--- src/dga_consts.svh ---
/* Constants for the decode gate array: command and select codes, panel FIFO depth
   and power timing counts. Include in any file that decodes codes or sizes the FIFO.
*/
`ifndef DGA_CONSTS_SVH
`define DGA_CONSTS_SVH

// panel fifo size in bytes
`define DGA_FIFO_DEPTH 13

// power timing, in clk cycles
`define DGA_POW_SETTLE 8
`define DGA_POW_HOLD   6

// idb source-select codes
`define DGA_IDBS_NONE  5'd0
`define DGA_IDBS_PANEL 5'd1
`define DGA_IDBS_CSR   5'd2
`define DGA_IDBS_DOUT  5'd3
`define DGA_IDBS_IOR   5'd4

// command codes, anything else decodes to nothing
`define DGA_COMM_NOP   5'd0
`define DGA_COMM_MREQ  5'd1
`define DGA_COMM_IORQ  5'd2
`define DGA_COMM_FETCH 5'd3
`define DGA_COMM_WRITE 5'd4
`define DGA_COMM_LDPAN 5'd5

`endif

--- src/dga_pkg.sv ---
/* Shared types of the decode gate array: bus widths and the power controller states.
   Imported by wildcard in every block that uses one of them.
*/
`default_nettype none

package dga_pkg;

  // ********************************************************
  // bus widths
  // ********************************************************

  // one byte of the internal data bus
  typedef logic [7:0] idb_byte_t;

  // low half of the idb, carries the panel status
  typedef logic [3:0] idb_nibble_t;

  // idb source-select code from the microcode
  typedef logic [4:0] cs_idbs_t;

  // command code from the microcode
  typedef logic [4:0] cs_comm_t;

  // ********************************************************
  // power controller
  // ********************************************************

  // off     -> sense low, clear held
  // settle  -> sense high, waiting out the settle count
  // run     -> power good, clear released
  // fail    -> sense lost, warning before clear returns
  typedef enum logic [1:0] {
    POW_OFF    = 2'd0,
    POW_SETTLE = 2'd1,
    POW_RUN    = 2'd2,
    POW_FAIL   = 2'd3
  } pow_state_e;

endpackage

`default_nettype wire

--- src/idb_bus_if.sv ---
/* IDB byte path between the power controller, the source selector and the panel
   FIFO. One instance lives in the top level; each block takes its own modport.
*/
`timescale 1ns/10ps
`default_nettype none

interface idb_bus_if import dga_pkg::*; ();

  // raw byte from the external bus pins
  idb_byte_t   idb_in;
  // power controller status nibble
  idb_nibble_t status;
  // panel status source selected, active low
  logic        epan_n;
  // byte as the fifo sees it, status merged in
  idb_byte_t   idb_merged;

  // power controller publishes the status
  modport pow (
    output status
  );

  // selector owns the panel enable and the merge
  modport sel (
    input  idb_in,
    input  status,
    output epan_n,
    output idb_merged
  );

  // fifo only captures the merged byte
  modport fifo (
    input idb_merged
  );

endinterface

`default_nettype wire

--- src/panel_fifo.sv ---
/* Circular byte FIFO feeding the panel address port. Captures the merged IDB byte
   on wr, pops on rd, and always shows the head byte on data_out.
*/
`timescale 1ns/10ps
`default_nettype none
`include "dga_consts.svh"

module panel_fifo import dga_pkg::*; #(
  parameter int DEPTH = `DGA_FIFO_DEPTH
) (
  input  wire logic  clk,
  input  wire logic  rst_n,
  input  wire logic  clear,
  input  wire logic  wr,
  input  wire logic  rd,
  idb_bus_if.fifo    bus,
  output idb_byte_t  data_out,
  output logic       full,
  output logic       empty
);

  localparam int PW = $clog2(DEPTH);
  localparam int CW = $clog2(DEPTH + 1);

  idb_byte_t         mem [DEPTH];
  logic [PW-1:0]     wr_ptr;
  logic [PW-1:0]     rd_ptr;
  logic [CW-1:0]     count;
  logic              wr_ok;
  logic              rd_ok;

  // write while full is simply lost
  assign wr_ok = wr && !full;
  assign rd_ok = rd && !empty;

  assign full  = (count == CW'(DEPTH));
  assign empty = (count == '0);

  // show-ahead, head byte is always visible
  assign data_out = mem[rd_ptr];

  // storage, no reset needed
  always_ff @(posedge clk) begin
    if (wr_ok) begin
      mem[wr_ptr] <= bus.idb_merged;
    end
  end

  // pointers wrap at DEPTH, not at a power of two
  always_ff @(posedge clk or negedge rst_n) begin
    if (!rst_n) begin
      wr_ptr <= '0;
      rd_ptr <= '0;
      count  <= '0;
    end else if (clear) begin
      wr_ptr <= '0;
      rd_ptr <= '0;
      count  <= '0;
    end else begin
      if (wr_ok) begin
        wr_ptr <= (wr_ptr == PW'(DEPTH - 1)) ? '0 : wr_ptr + 1'b1;
      end
      if (rd_ok) begin
        rd_ptr <= (rd_ptr == PW'(DEPTH - 1)) ? '0 : rd_ptr + 1'b1;
      end
      // simultaneous push and pop leaves count alone
      if (wr_ok && !rd_ok) begin
        count <= count + 1'b1;
      end else if (rd_ok && !wr_ok) begin
        count <= count - 1'b1;
      end
    end
  end

  // occupancy bound
  a_count_bound : assert property (@(posedge clk) disable iff (!rst_n)
    count <= CW'(DEPTH));

endmodule

`default_nettype wire

--- src/power_ctl.sv ---
/* Power-up and power-fail sequencer. Turns the raw power-sense level into the
   system clear, the power-fail warning and the panel status nibble.
*/
`timescale 1ns/10ps
`default_nettype none
`include "dga_consts.svh"

module power_ctl import dga_pkg::*; (
  input  wire logic clk,
  input  wire logic rst_n,
  input  wire logic pow_sense,
  output logic      clear,
  output logic      pfail_n,
  idb_bus_if.pow    bus
);

  pow_state_e  state_q;
  pow_state_e  state_d;
  // shared by the settle and hold windows
  logic [3:0]  cnt_q;
  logic [3:0]  cnt_d;

  // ********************************************************
  // state register
  // ********************************************************

  always_ff @(posedge clk or negedge rst_n) begin
    if (!rst_n) begin
      state_q <= POW_OFF;
      cnt_q   <= '0;
    end else begin
      state_q <= state_d;
      cnt_q   <= cnt_d;
    end
  end

  // ********************************************************
  // next state
  // ********************************************************

  always_comb begin
    state_d = state_q;
    cnt_d   = cnt_q;
    case (state_q)
      POW_OFF: begin
        cnt_d = '0;
        if (pow_sense) begin
          state_d = POW_SETTLE;
        end
      end
      POW_SETTLE: begin
        // any dropout restarts the whole power-up
        if (!pow_sense) begin
          state_d = POW_OFF;
          cnt_d   = '0;
        end else if (cnt_q == 4'(`DGA_POW_SETTLE)) begin
          state_d = POW_RUN;
          cnt_d   = '0;
        end else begin
          cnt_d = cnt_q + 4'd1;
        end
      end
      POW_RUN: begin
        cnt_d = '0;
        if (!pow_sense) begin
          state_d = POW_FAIL;
        end
      end
      POW_FAIL: begin
        // hold runs out regardless of sense
        if (cnt_q == 4'(`DGA_POW_HOLD - 1)) begin
          state_d = POW_OFF;
          cnt_d   = '0;
        end else begin
          cnt_d = cnt_q + 4'd1;
        end
      end
      default: begin
        state_d = POW_OFF;
        cnt_d   = '0;
      end
    endcase
  end

  // ********************************************************
  // outputs decoded from the state
  // ********************************************************

  // clear stays low through the fail warning
  assign clear   = (state_q == POW_OFF) || (state_q == POW_SETTLE);
  assign pfail_n = (state_q != POW_FAIL);

  // bit 3 reads zero on the panel
  assign bus.status = {1'b0, clear, (state_q == POW_FAIL), (state_q == POW_RUN)};

  // power good never drops straight back into clear
  a_no_clear_after_good : assert property (@(posedge clk) disable iff (!rst_n)
    $past(bus.status[0]) |-> !clear);

endmodule

`default_nettype wire

--- src/idb_select.sv ---
/* IDB source selector. Registers the source-select code, decodes it to active-low
   bus enables and merges the power status onto the IDB low nibble for the panel code.
*/
`timescale 1ns/10ps
`default_nettype none
`include "dga_consts.svh"

module idb_select import dga_pkg::*; (
  input  wire logic     clk,
  input  wire logic     rst_n,
  input  wire logic     clear,
  input  wire cs_idbs_t cs_idbs,
  output logic          ecsr_n,
  output logic          edo_n,
  output logic          eior_n,
  idb_bus_if.sel        bus
);

  cs_idbs_t code_q;
  // active-high selects, one per source
  logic     sel_pan;
  logic     sel_csr;
  logic     sel_do;
  logic     sel_ior;

  // code sampled once per cycle
  always_ff @(posedge clk or negedge rst_n) begin
    if (!rst_n) begin
      code_q <= `DGA_IDBS_NONE;
    end else begin
      code_q <= cs_idbs;
    end
  end

  // ********************************************************
  // decode
  // ********************************************************

  always_comb begin
    sel_pan = 1'b0;
    sel_csr = 1'b0;
    sel_do  = 1'b0;
    sel_ior = 1'b0;
    // nothing drives the idb while the system is cleared
    if (!clear) begin
      case (code_q)
        `DGA_IDBS_PANEL: sel_pan = 1'b1;
        `DGA_IDBS_CSR:   sel_csr = 1'b1;
        `DGA_IDBS_DOUT:  sel_do  = 1'b1;
        `DGA_IDBS_IOR:   sel_ior = 1'b1;
        default: ;
      endcase
    end
  end

  assign bus.epan_n = !sel_pan;
  assign ecsr_n     = !sel_csr;
  assign edo_n      = !sel_do;
  assign eior_n     = !sel_ior;

  // status replaces the low nibble, high nibble always from the pins
  assign bus.idb_merged = {bus.idb_in[7:4], bus.epan_n ? bus.idb_in[3:0] : bus.status};

  // only one source may own the bus
  a_one_enable : assert property (@(posedge clk) disable iff (!rst_n)
    $onehot0({!bus.epan_n, !ecsr_n, !edo_n, !eior_n}));

endmodule

`default_nettype wire

--- src/comm_decode.sv ---
/* Command decoder. Registers the command code into one-cycle memory, IO, fetch,
   write and panel-load strobes, all held idle while clear is active.
*/
`timescale 1ns/10ps
`default_nettype none
`include "dga_consts.svh"

module comm_decode import dga_pkg::*; (
  input  wire logic     clk,
  input  wire logic     rst_n,
  input  wire logic     clear,
  input  wire cs_comm_t cs_comm,
  output logic          mreq_n,
  output logic          iorq_n,
  output logic          fetch,
  output logic          write,
  output logic          ldpan
);

  // strobe vector bit positions
  localparam int S_MREQ  = 0;
  localparam int S_IORQ  = 1;
  localparam int S_FETCH = 2;
  localparam int S_WRITE = 3;
  localparam int S_LDPAN = 4;

  // all active high inside the block
  logic [4:0] strb_d;
  logic [4:0] strb_q;
  logic [4:0] strb;

  // ********************************************************
  // code decode
  // ********************************************************

  always_comb begin
    strb_d = '0;
    case (cs_comm)
      `DGA_COMM_NOP:   strb_d = '0;
      `DGA_COMM_MREQ:  strb_d[S_MREQ]  = 1'b1;
      `DGA_COMM_IORQ:  strb_d[S_IORQ]  = 1'b1;
      `DGA_COMM_FETCH: strb_d[S_FETCH] = 1'b1;
      `DGA_COMM_WRITE: strb_d[S_WRITE] = 1'b1;
      `DGA_COMM_LDPAN: strb_d[S_LDPAN] = 1'b1;
      // unused codes do nothing
      default:         strb_d = '0;
    endcase
  end

  // ********************************************************
  // strobe register
  // ********************************************************

  // one strobe per cycle the code is held
  always_ff @(posedge clk or negedge rst_n) begin
    if (!rst_n) begin
      strb_q <= '0;
    end else if (clear) begin
      strb_q <= '0;
    end else begin
      strb_q <= strb_d;
    end
  end

  // also masks the first cycle after clear rises
  assign strb = clear ? '0 : strb_q;

  // bus polarities
  assign mreq_n = !strb[S_MREQ];
  assign iorq_n = !strb[S_IORQ];
  assign fetch  = strb[S_FETCH];
  assign write  = strb[S_WRITE];
  assign ldpan  = strb[S_LDPAN];

  // a single command drives a single strobe
  a_one_strobe : assert property (@(posedge clk) disable iff (!rst_n)
    $onehot0({!mreq_n, !iorq_n, fetch, write, ldpan}));

endmodule

`default_nettype wire

--- src/decode_dga.sv ---
/* Top level of the decode gate array. Wires the power controller, IDB selector,
   command decoder and panel FIFO together and gates the panel address port.
*/
`timescale 1ns/10ps
`default_nettype none
`include "dga_consts.svh"

module decode_dga import dga_pkg::*; (
  input  wire logic        clk,
  input  wire logic        rst_n,
  input  wire logic        pow_sense,
  input  wire cs_idbs_t    cs_idbs,
  input  wire cs_comm_t    cs_comm,
  input  wire logic        rmm_n,
  input  wire idb_byte_t   idb_in,
  output idb_byte_t        pan_addr,
  output idb_nibble_t      idb_out,
  output logic             epan_n,
  output logic             ecsr_n,
  output logic             edo_n,
  output logic             eior_n,
  output logic             mreq_n,
  output logic             iorq_n,
  output logic             fetch,
  output logic             write,
  output logic             fifo_full_n,
  output logic             fifo_empty_n,
  output logic             cl_n,
  output logic             pfail_n
);

  logic      clear;
  logic      ldpan;
  logic      fifo_full;
  logic      fifo_empty;
  idb_byte_t fifo_head;

  idb_bus_if idb_bus ();

  // external pins onto the shared idb path
  assign idb_bus.idb_in = idb_in;
  assign epan_n         = idb_bus.epan_n;

  power_ctl u_pow (
    .clk       (clk),
    .rst_n     (rst_n),
    .pow_sense (pow_sense),
    .clear     (clear),
    .pfail_n   (pfail_n),
    .bus       (idb_bus.pow)
  );

  idb_select u_idbs (
    .clk     (clk),
    .rst_n   (rst_n),
    .clear   (clear),
    .cs_idbs (cs_idbs),
    .ecsr_n  (ecsr_n),
    .edo_n   (edo_n),
    .eior_n  (eior_n),
    .bus     (idb_bus.sel)
  );

  comm_decode u_comm (
    .clk     (clk),
    .rst_n   (rst_n),
    .clear   (clear),
    .cs_comm (cs_comm),
    .mreq_n  (mreq_n),
    .iorq_n  (iorq_n),
    .fetch   (fetch),
    .write   (write),
    .ldpan   (ldpan)
  );

  // ldpan pushes, rmm_n low pops every edge
  panel_fifo #(
    .DEPTH (`DGA_FIFO_DEPTH)
  ) u_fifo (
    .clk      (clk),
    .rst_n    (rst_n),
    .clear    (clear),
    .wr       (ldpan),
    .rd       (!rmm_n),
    .bus      (idb_bus.fifo),
    .data_out (fifo_head),
    .full     (fifo_full),
    .empty    (fifo_empty)
  );

  // panel address port only driven while the panel reads
  assign pan_addr = rmm_n ? '0 : fifo_head;

  // status goes out on the low pins when the panel source is on
  assign idb_out = idb_bus.epan_n ? idb_in[3:0] : idb_bus.status;

  assign fifo_full_n  = !fifo_full;
  assign fifo_empty_n = !fifo_empty;
  assign cl_n         = !clear;

endmodule

`default_nettype wire

--- config.mk ---
export PLATFORM = sky130hd
export DESIGN_NAME = decode_dga
export DESIGN_NICKNAME = d
export VERILOG_FILES = /design/src/dga_pkg.sv /design/src/idb_bus_if.sv /design/src/panel_fifo.sv /design/src/power_ctl.sv /design/src/idb_select.sv /design/src/comm_decode.sv /design/src/decode_dga.sv
export VERILOG_INCLUDE_DIRS = /design/src
export SDC_FILE = /design/constraint.sdc
export NUM_CORES = 1
export LEC_CHECK = 0
export ABC_CLOCK_PERIOD_IN_PS = 3300
export BUFFER_PORTS_ARGS = -buffer_cell sky130_fd_sc_hd__buf_2
export CAP_MARGIN = 20
export CORE_ASPECT_RATIO = 1.25
export CORE_MARGIN = 5
export CORE_UTILIZATION = 30
export CTS_BUF_LIST = sky130_fd_sc_hd__clkbuf_16
export CTS_CLUSTER_SIZE = 10
export DETAILED_ROUTE_END_ITERATION = 10
export PLACE_DENSITY_LB_ADDON = 0.08
export SETUP_SLACK_MARGIN = 0.05
export SLEW_MARGIN = 5
export SYNTH_ARGS = -nofsm -noshare
export SYNTH_HDL_FRONTEND = slang
export SYNTH_SLANG_ARGS = --single-unit
--- constraint.sdc ---
create_clock -name clk -period 3.3 [get_ports clk]
set_input_delay 0.66 -clock clk [delete_from_list [all_inputs] [get_ports clk]]
set_output_delay 0.66 -clock clk [all_outputs]
set_load 0.01 [all_outputs]
### Word level (Yosys, flattened, before mapping)

Memories as Yosys holds them, arrays and structs flattened.
Cells that the tools add are included.
W data, S select, Z words.

| word-level totals | value |
|---|---|
| logic and storage cells | 97 |
| output and inout bits | 24 |
| register bits | 28 |
| memory bits (writable) | 104 |
| memories kept | 1 |
| input bits | 22 |

| operators by class | value |
|---|---|
| muxes and demuxes | 38 |
| eq/ne operators | 22 |
| reduce and logical (&&, ||, !) cells | 24 |
| add/sub/neg operators | 5 |

Memory list:

| memory | depth | bits a word | rd ports | clocked after Yosys merged registers in | write ports | line | RTL |
|---|---|---|---|---|---|---|---|
| u_fifo.mem | 13 | 8 | 1 | 0 | 1 | panel_fifo.sv:25 | `idb_byte_t mem [DEPTH];` |

Operators with widths:

| operator | number |
|---|---|
| $mux W4 | 13 |
| $eq A5 B2 Y1 const B | 4 |
| $add A4 B1 Y4 const B | 4 |
| $eq A4 B4 Y1 const B | 4 |
| $eq A5 B3 Y1 const B | 3 |
| $mux W1 | 15 |
| $logic_not A1 Y1 | 12 |
| $pmux W4 S3 | 1 |
| $eq A5 B1 Y1 const B | 2 |
| $mux W2 | 5 |
| $mux W5 | 2 |
| $mux W8 | 1 |
| $ne A2 B2 Y1 const B | 4 |
| $pmux W2 S4 | 1 |
| $eq A2 B2 Y1 const B | 2 |
| $eq A4 B3 Y1 const B | 1 |
| $logic_and A1 B1 Y1 | 4 |
| $logic_not A4 Y1 | 1 |
| $reduce_and A4 Y1 | 1 |
| $reduce_bool A2 Y1 | 2 |
| $sub A4 B1 Y4 const B | 1 |
| $ne A3 B2 Y1 const B | 1 |
| $reduce_bool A3 Y1 | 1 |
| $eq A2 B1 Y1 const B | 1 |
| other kinds (3) | 3 |

### Longest topological paths before layout

| depth | value |
|---|---|
| depth in word-level cells | 9 |
| depth in mapped cells | 9 |
| depth with buffers taken out | 9 |

### Cells and area by module

Synthesis repeated with hierarchy kept, for this count alone.

| unflattened totals | value |
|---|---|
| cells, all modules | 366 |
| area total of the unflattened synthesis | 5831.8 sq um |

Modules (own cells, without submodules):

| module | instances | seq. area each (sq um) | cells an instance | area each (sq um) |
|---|---|---|---|---|
| panel_fifo | 1 | 3423.3 | 277 | 4857.2 |
| power_ctl | 1 | 150.1 | 36 | 359.1 |
| idb_select | 1 | 125.1 | 19 | 282.8 |
| comm_decode | 1 | 125.1 | 18 | 222.7 |
| decode_dga | 1 | 0.0 | 16 | 110.1 |

### Worst setup path after synthesis

OpenSTA, ideal clock, no wires.

| timing | value |
|---|---|
| path type | reg-to-output |
| start point | register (tool-made name) |
| end point | output idb_out[1] |
| arrival time | 1835 ps |
| path buffers | 1 |
| stages on the path, launching flop included | 5 |
| path slack | 805 ps |
| required time | 2640 ps |
| cells stage by stage | dfrtp_1 > buf_2 > nor4b_2 > nand3b_1 > o21ai_0 |

RTL lines:

| item | line | RTL |
|---|---|---|
| end: declaration | decode_dga.sv:17 | `output idb_nibble_t idb_out,` |

### Final worst setup path

| timing | value |
|---|---|
| start point | register u_fifo.rd_ptr[0] |
| end point | output pan_addr[7] |

| between the ends | value |
|---|---|
| cells in the longest elaborated chain, start to end | 2 |

RTL lines:

| item | line | RTL |
|---|---|---|
| start: declaration | panel_fifo.sv:27 | `logic [PW-1:0] rd_ptr;` |
| start signal: assignment | panel_fifo.sv:64 | `rd_ptr <= (rd_ptr == PW'(DEPTH - 1)) ? '0 : rd_ptr + 1'b1;` |
| $mem_v2 Z13 W8 | - |  |
| $mux W8 | decode_dga.sv:92 | `assign pan_addr = rmm_n ? '0 : fifo_head;` |
| end: declaration | decode_dga.sv:16 | `output idb_byte_t pan_addr,` |

No other way between the ends.

==> impl_results.md <==
* Period utilization at 93.7%
* Family with the most delay on the worst path: multiplexers
* Most common flop cell mapped by yosys: edfxtp_1
* Vias/cell at 4.92
* Vias in the first global route at roughly 3.6k
* Initial antenna violation count at 0
* RSZ-0062 raised after global routing: no
* Worst Path Max Fanout at 19
* Combinational fraction of design power at between 10% and 20%
* Fill cells at 1,825
* Io pins at 46
* Sw power at around 1.3 mW
* Worst path required time at 2.64 ns
* Seq/Total Area, Yosys at between 60 and 70%
* Mapped cell area at around 5700 um^2
* Largest net degree at the start of global routing at 29
* Pins Over Slew Limit at 0
* Wire length per cell at between 15 and 20 um
* Post-synth top area share at a little over half
* Worst Path Class, Setup: flip-flop to output port
* Clock Skew at 0.00698 ns
* Pleak at approximately 2.4 nW
* Design Area, Final at 6850 um^2
* Fin. Hold Viols at 0
* Global route overflow at 0
* Multi-input combinational cell area at between 1500 and 2000 um^2
* Seq pwr share at between 40% and 50%
* Final setup viols at 0
* Power Internal at 3.26 mW
* Clock power share at between 30% and 40%
* Min-delay worst type: input pin to asynchronous set/reset pin
* Die span in y at about 160 um
* # diodes at 0
* Seq cells post-synth at 132
* Power per cell area at 658 nW/um^2
* Buffer and inverter count on the worst path at 2
* Critical path's largest stage delay at approximately 0.6 ns
* Min Tclk post-route at about 3.1 ns
* Hold buffers post-CTS at 0
* Fin cells at approximately 670
* Vias at approximately 3.3k
* Nature of the critical path startpoint: flip-flop
* Nets at around 460
* Width of the die at between 100 and 150 um
* CTS clock-pin slew for the worst setup and hold paths at roughly 0.06 ns
* H-tree depth at 4
* Avg Cell Area, Syn at between 15 and 20 um^2
* Maximum clock rate at between 300 and 400 MHz
* Worst slew margin at a little over two fifths
* Register area at approximately 3800 um^2
* EDFF count, synth at 104
* Worst EP arrival at 2.43 ns
* Switching Fraction at between 20% and 30%
* Min Hold Slack at about 0.28 ns
* Total CTS buffers at 17
* Max-Cap Viols at 0
* Area of the die at 22,000 um^2
* Final worst slack at ~0.21 ns
* Hpwl dp at 9420 um
* Yosys cell types at 54
* Total Routing Usage GR at between 10% and 20%
* Core Box Area at around 19,000 um^2
* Pre-CTS WS at ~0.55 ns
* Clock Tree Root: clkbuf_16
* Final Util at a little over a third
* CP max-delay cell: mux4_1
* Crit path cell chain: buf_12 > mux4_1 > and3_1 > a221o_1 > buf_2
* Final ANT Viol Nets at 0
* Postcts setup bufs at 0
* Setup TNS at 0 ns
* Area grow syn2layout at 19.6%
* DRT Pass-1 Iters at 4
* Cell Area, Placed at between 6000 and 7000 um^2
* Layout cells sized above 1 at between 20% and 30%
* CTS sink count at between 100 and 150
* Area leader, netlist: edfxtp_1
* Outcome: finished, final reports clean
* Final WL at approximately 13,000 um
* Max IR drop VDD at just over 0.3 mV
* Total power at between 4 and 5 mW
* Starting DRT DRC Count at 171
* Effective utilization at floorplan at between 30% and 40%
* Port bufs at 45
* Crit. End Element: output port
* RePlAce Congestion at 0.736
* Global-route wire length before repair at between 20,000 and 25,000 um
* Synth Net Count at between 300 and 400
* Row Count at 56
* Synth Instances at 358
* CTS max path bufs at 2
* Top post-synthesis cells by area: edfxtp_1, dfrtp_1, mux4_2, mux2i_1, ha_1
* Ys Warns at 0
* Drt drc at 0
* Dpl cells at roughly 630
* Async S/R FF share, synth at 21.2%
* Worst-Margin Slew at 0.858 ns
* CTS tree: done
* Clock Latency Late Sink at just over 0.4 ns
## power groups by stage
stage                     registers (mW)  logic, mW  clock network [mW]
after floorplan                     1.93      0.656                   0
after global placement              1.96      0.842                   0
after detailed placement            1.96      0.844                   0
after CTS                           1.93      0.846                1.81
after global routing                1.94      0.906                1.90
final                               1.93      0.818                1.76
## final timing paths
kind,start,to,slack (ns),depth (start not counted)
min reg2reg,u_pow.cnt_q[0],u_pow.cnt_q[0],0.52,1
max,u_fifo.rd_ptr[0],pan_addr[7],0.21,5
max reg2reg,u_fifo.count[1],u_fifo.count[3],0.72,9
max in group asynchronous,rst_n,u_fifo.rd_ptr[0],2.56,1
min,rst_n,u_fifo.count[1],0.28,1
min in group clk,cs_idbs[4],u_idbs.code_q[4],0.35,1
## kinds of logic (layout without fill, tap and decap cells)
group,count (synthesis),count (layout),synth area share [%]
fa+ha+maj,12,12,2.75
mux,37,37,10.3
xor+xnor,3,3,0.459
compound gates,56,56,7.63
buf+inv,33,109,3.10
flops,132,132,66.8
simple gates,85,85,8.98
## flip-flops by register name, indices dropped and copies added, names as in the netlist, named ones only
| signal | cells |
|---|---|
| u_pow.cnt_q | 4 |
| u_idbs.code_q | 5 |
| u_pow.state_q | 1 |
| u_fifo.rd_ptr | 4 |
| u_comm.strb_q | 5 |
| u_fifo.count | 4 |
| u_fifo.wr_ptr | 4 |
| u_fifo.mem | 104 |
## synthesized netlist by cell type (all sizes together) (10+ instances only)
cell type,n
edfxtp,104
dfrtp,28
mux2i,18
mux4,16
inv,15
and3,13
nand2,13
nor2,13
ha,11
a21oi,10
## what timing repair did
item	in CTS	in global routing
setup endpoints to repair	0	3
endpoints found under the hold margin	0	0
resized for setup	0	1
## routing by layer
metal	wire length (um)	part of all wire, %	global-route usage [%]
met5	0	0	0
met4	166	1.3	4.02
met3	367	2.8	3.47
met2	7170	54	23.4
met1	5470	42	14.6
## cell usage in the layout (no fill, tap or decap), types with 6 or more instances in the layout
cell       instances
buf_4             16
mux4_2            12
dfrtp_1           27
nand2_1           13
a22o_1             9
clkbuf_16         17
buf_2             45
edfxtp_1         104
nand3_1            8
mux2i_1           18
inv_1             13
and3_1            13
a22oi_1            8
a21oi_1           10
nor2b_1            6
and2_1             7
nor2_1            13
a221o_1            8
ha_1              11
## cell type report
class                      count  area share [%]
clock inverter                15            1.92
multi-input combinational    193            25.6
tap                          232            4.24
sequential                   132            55.9
timing repair buffer          62            5.34
clock buffer                  17            6.21
inverter                      15           0.823
Power figures use the tool's default switching activity.
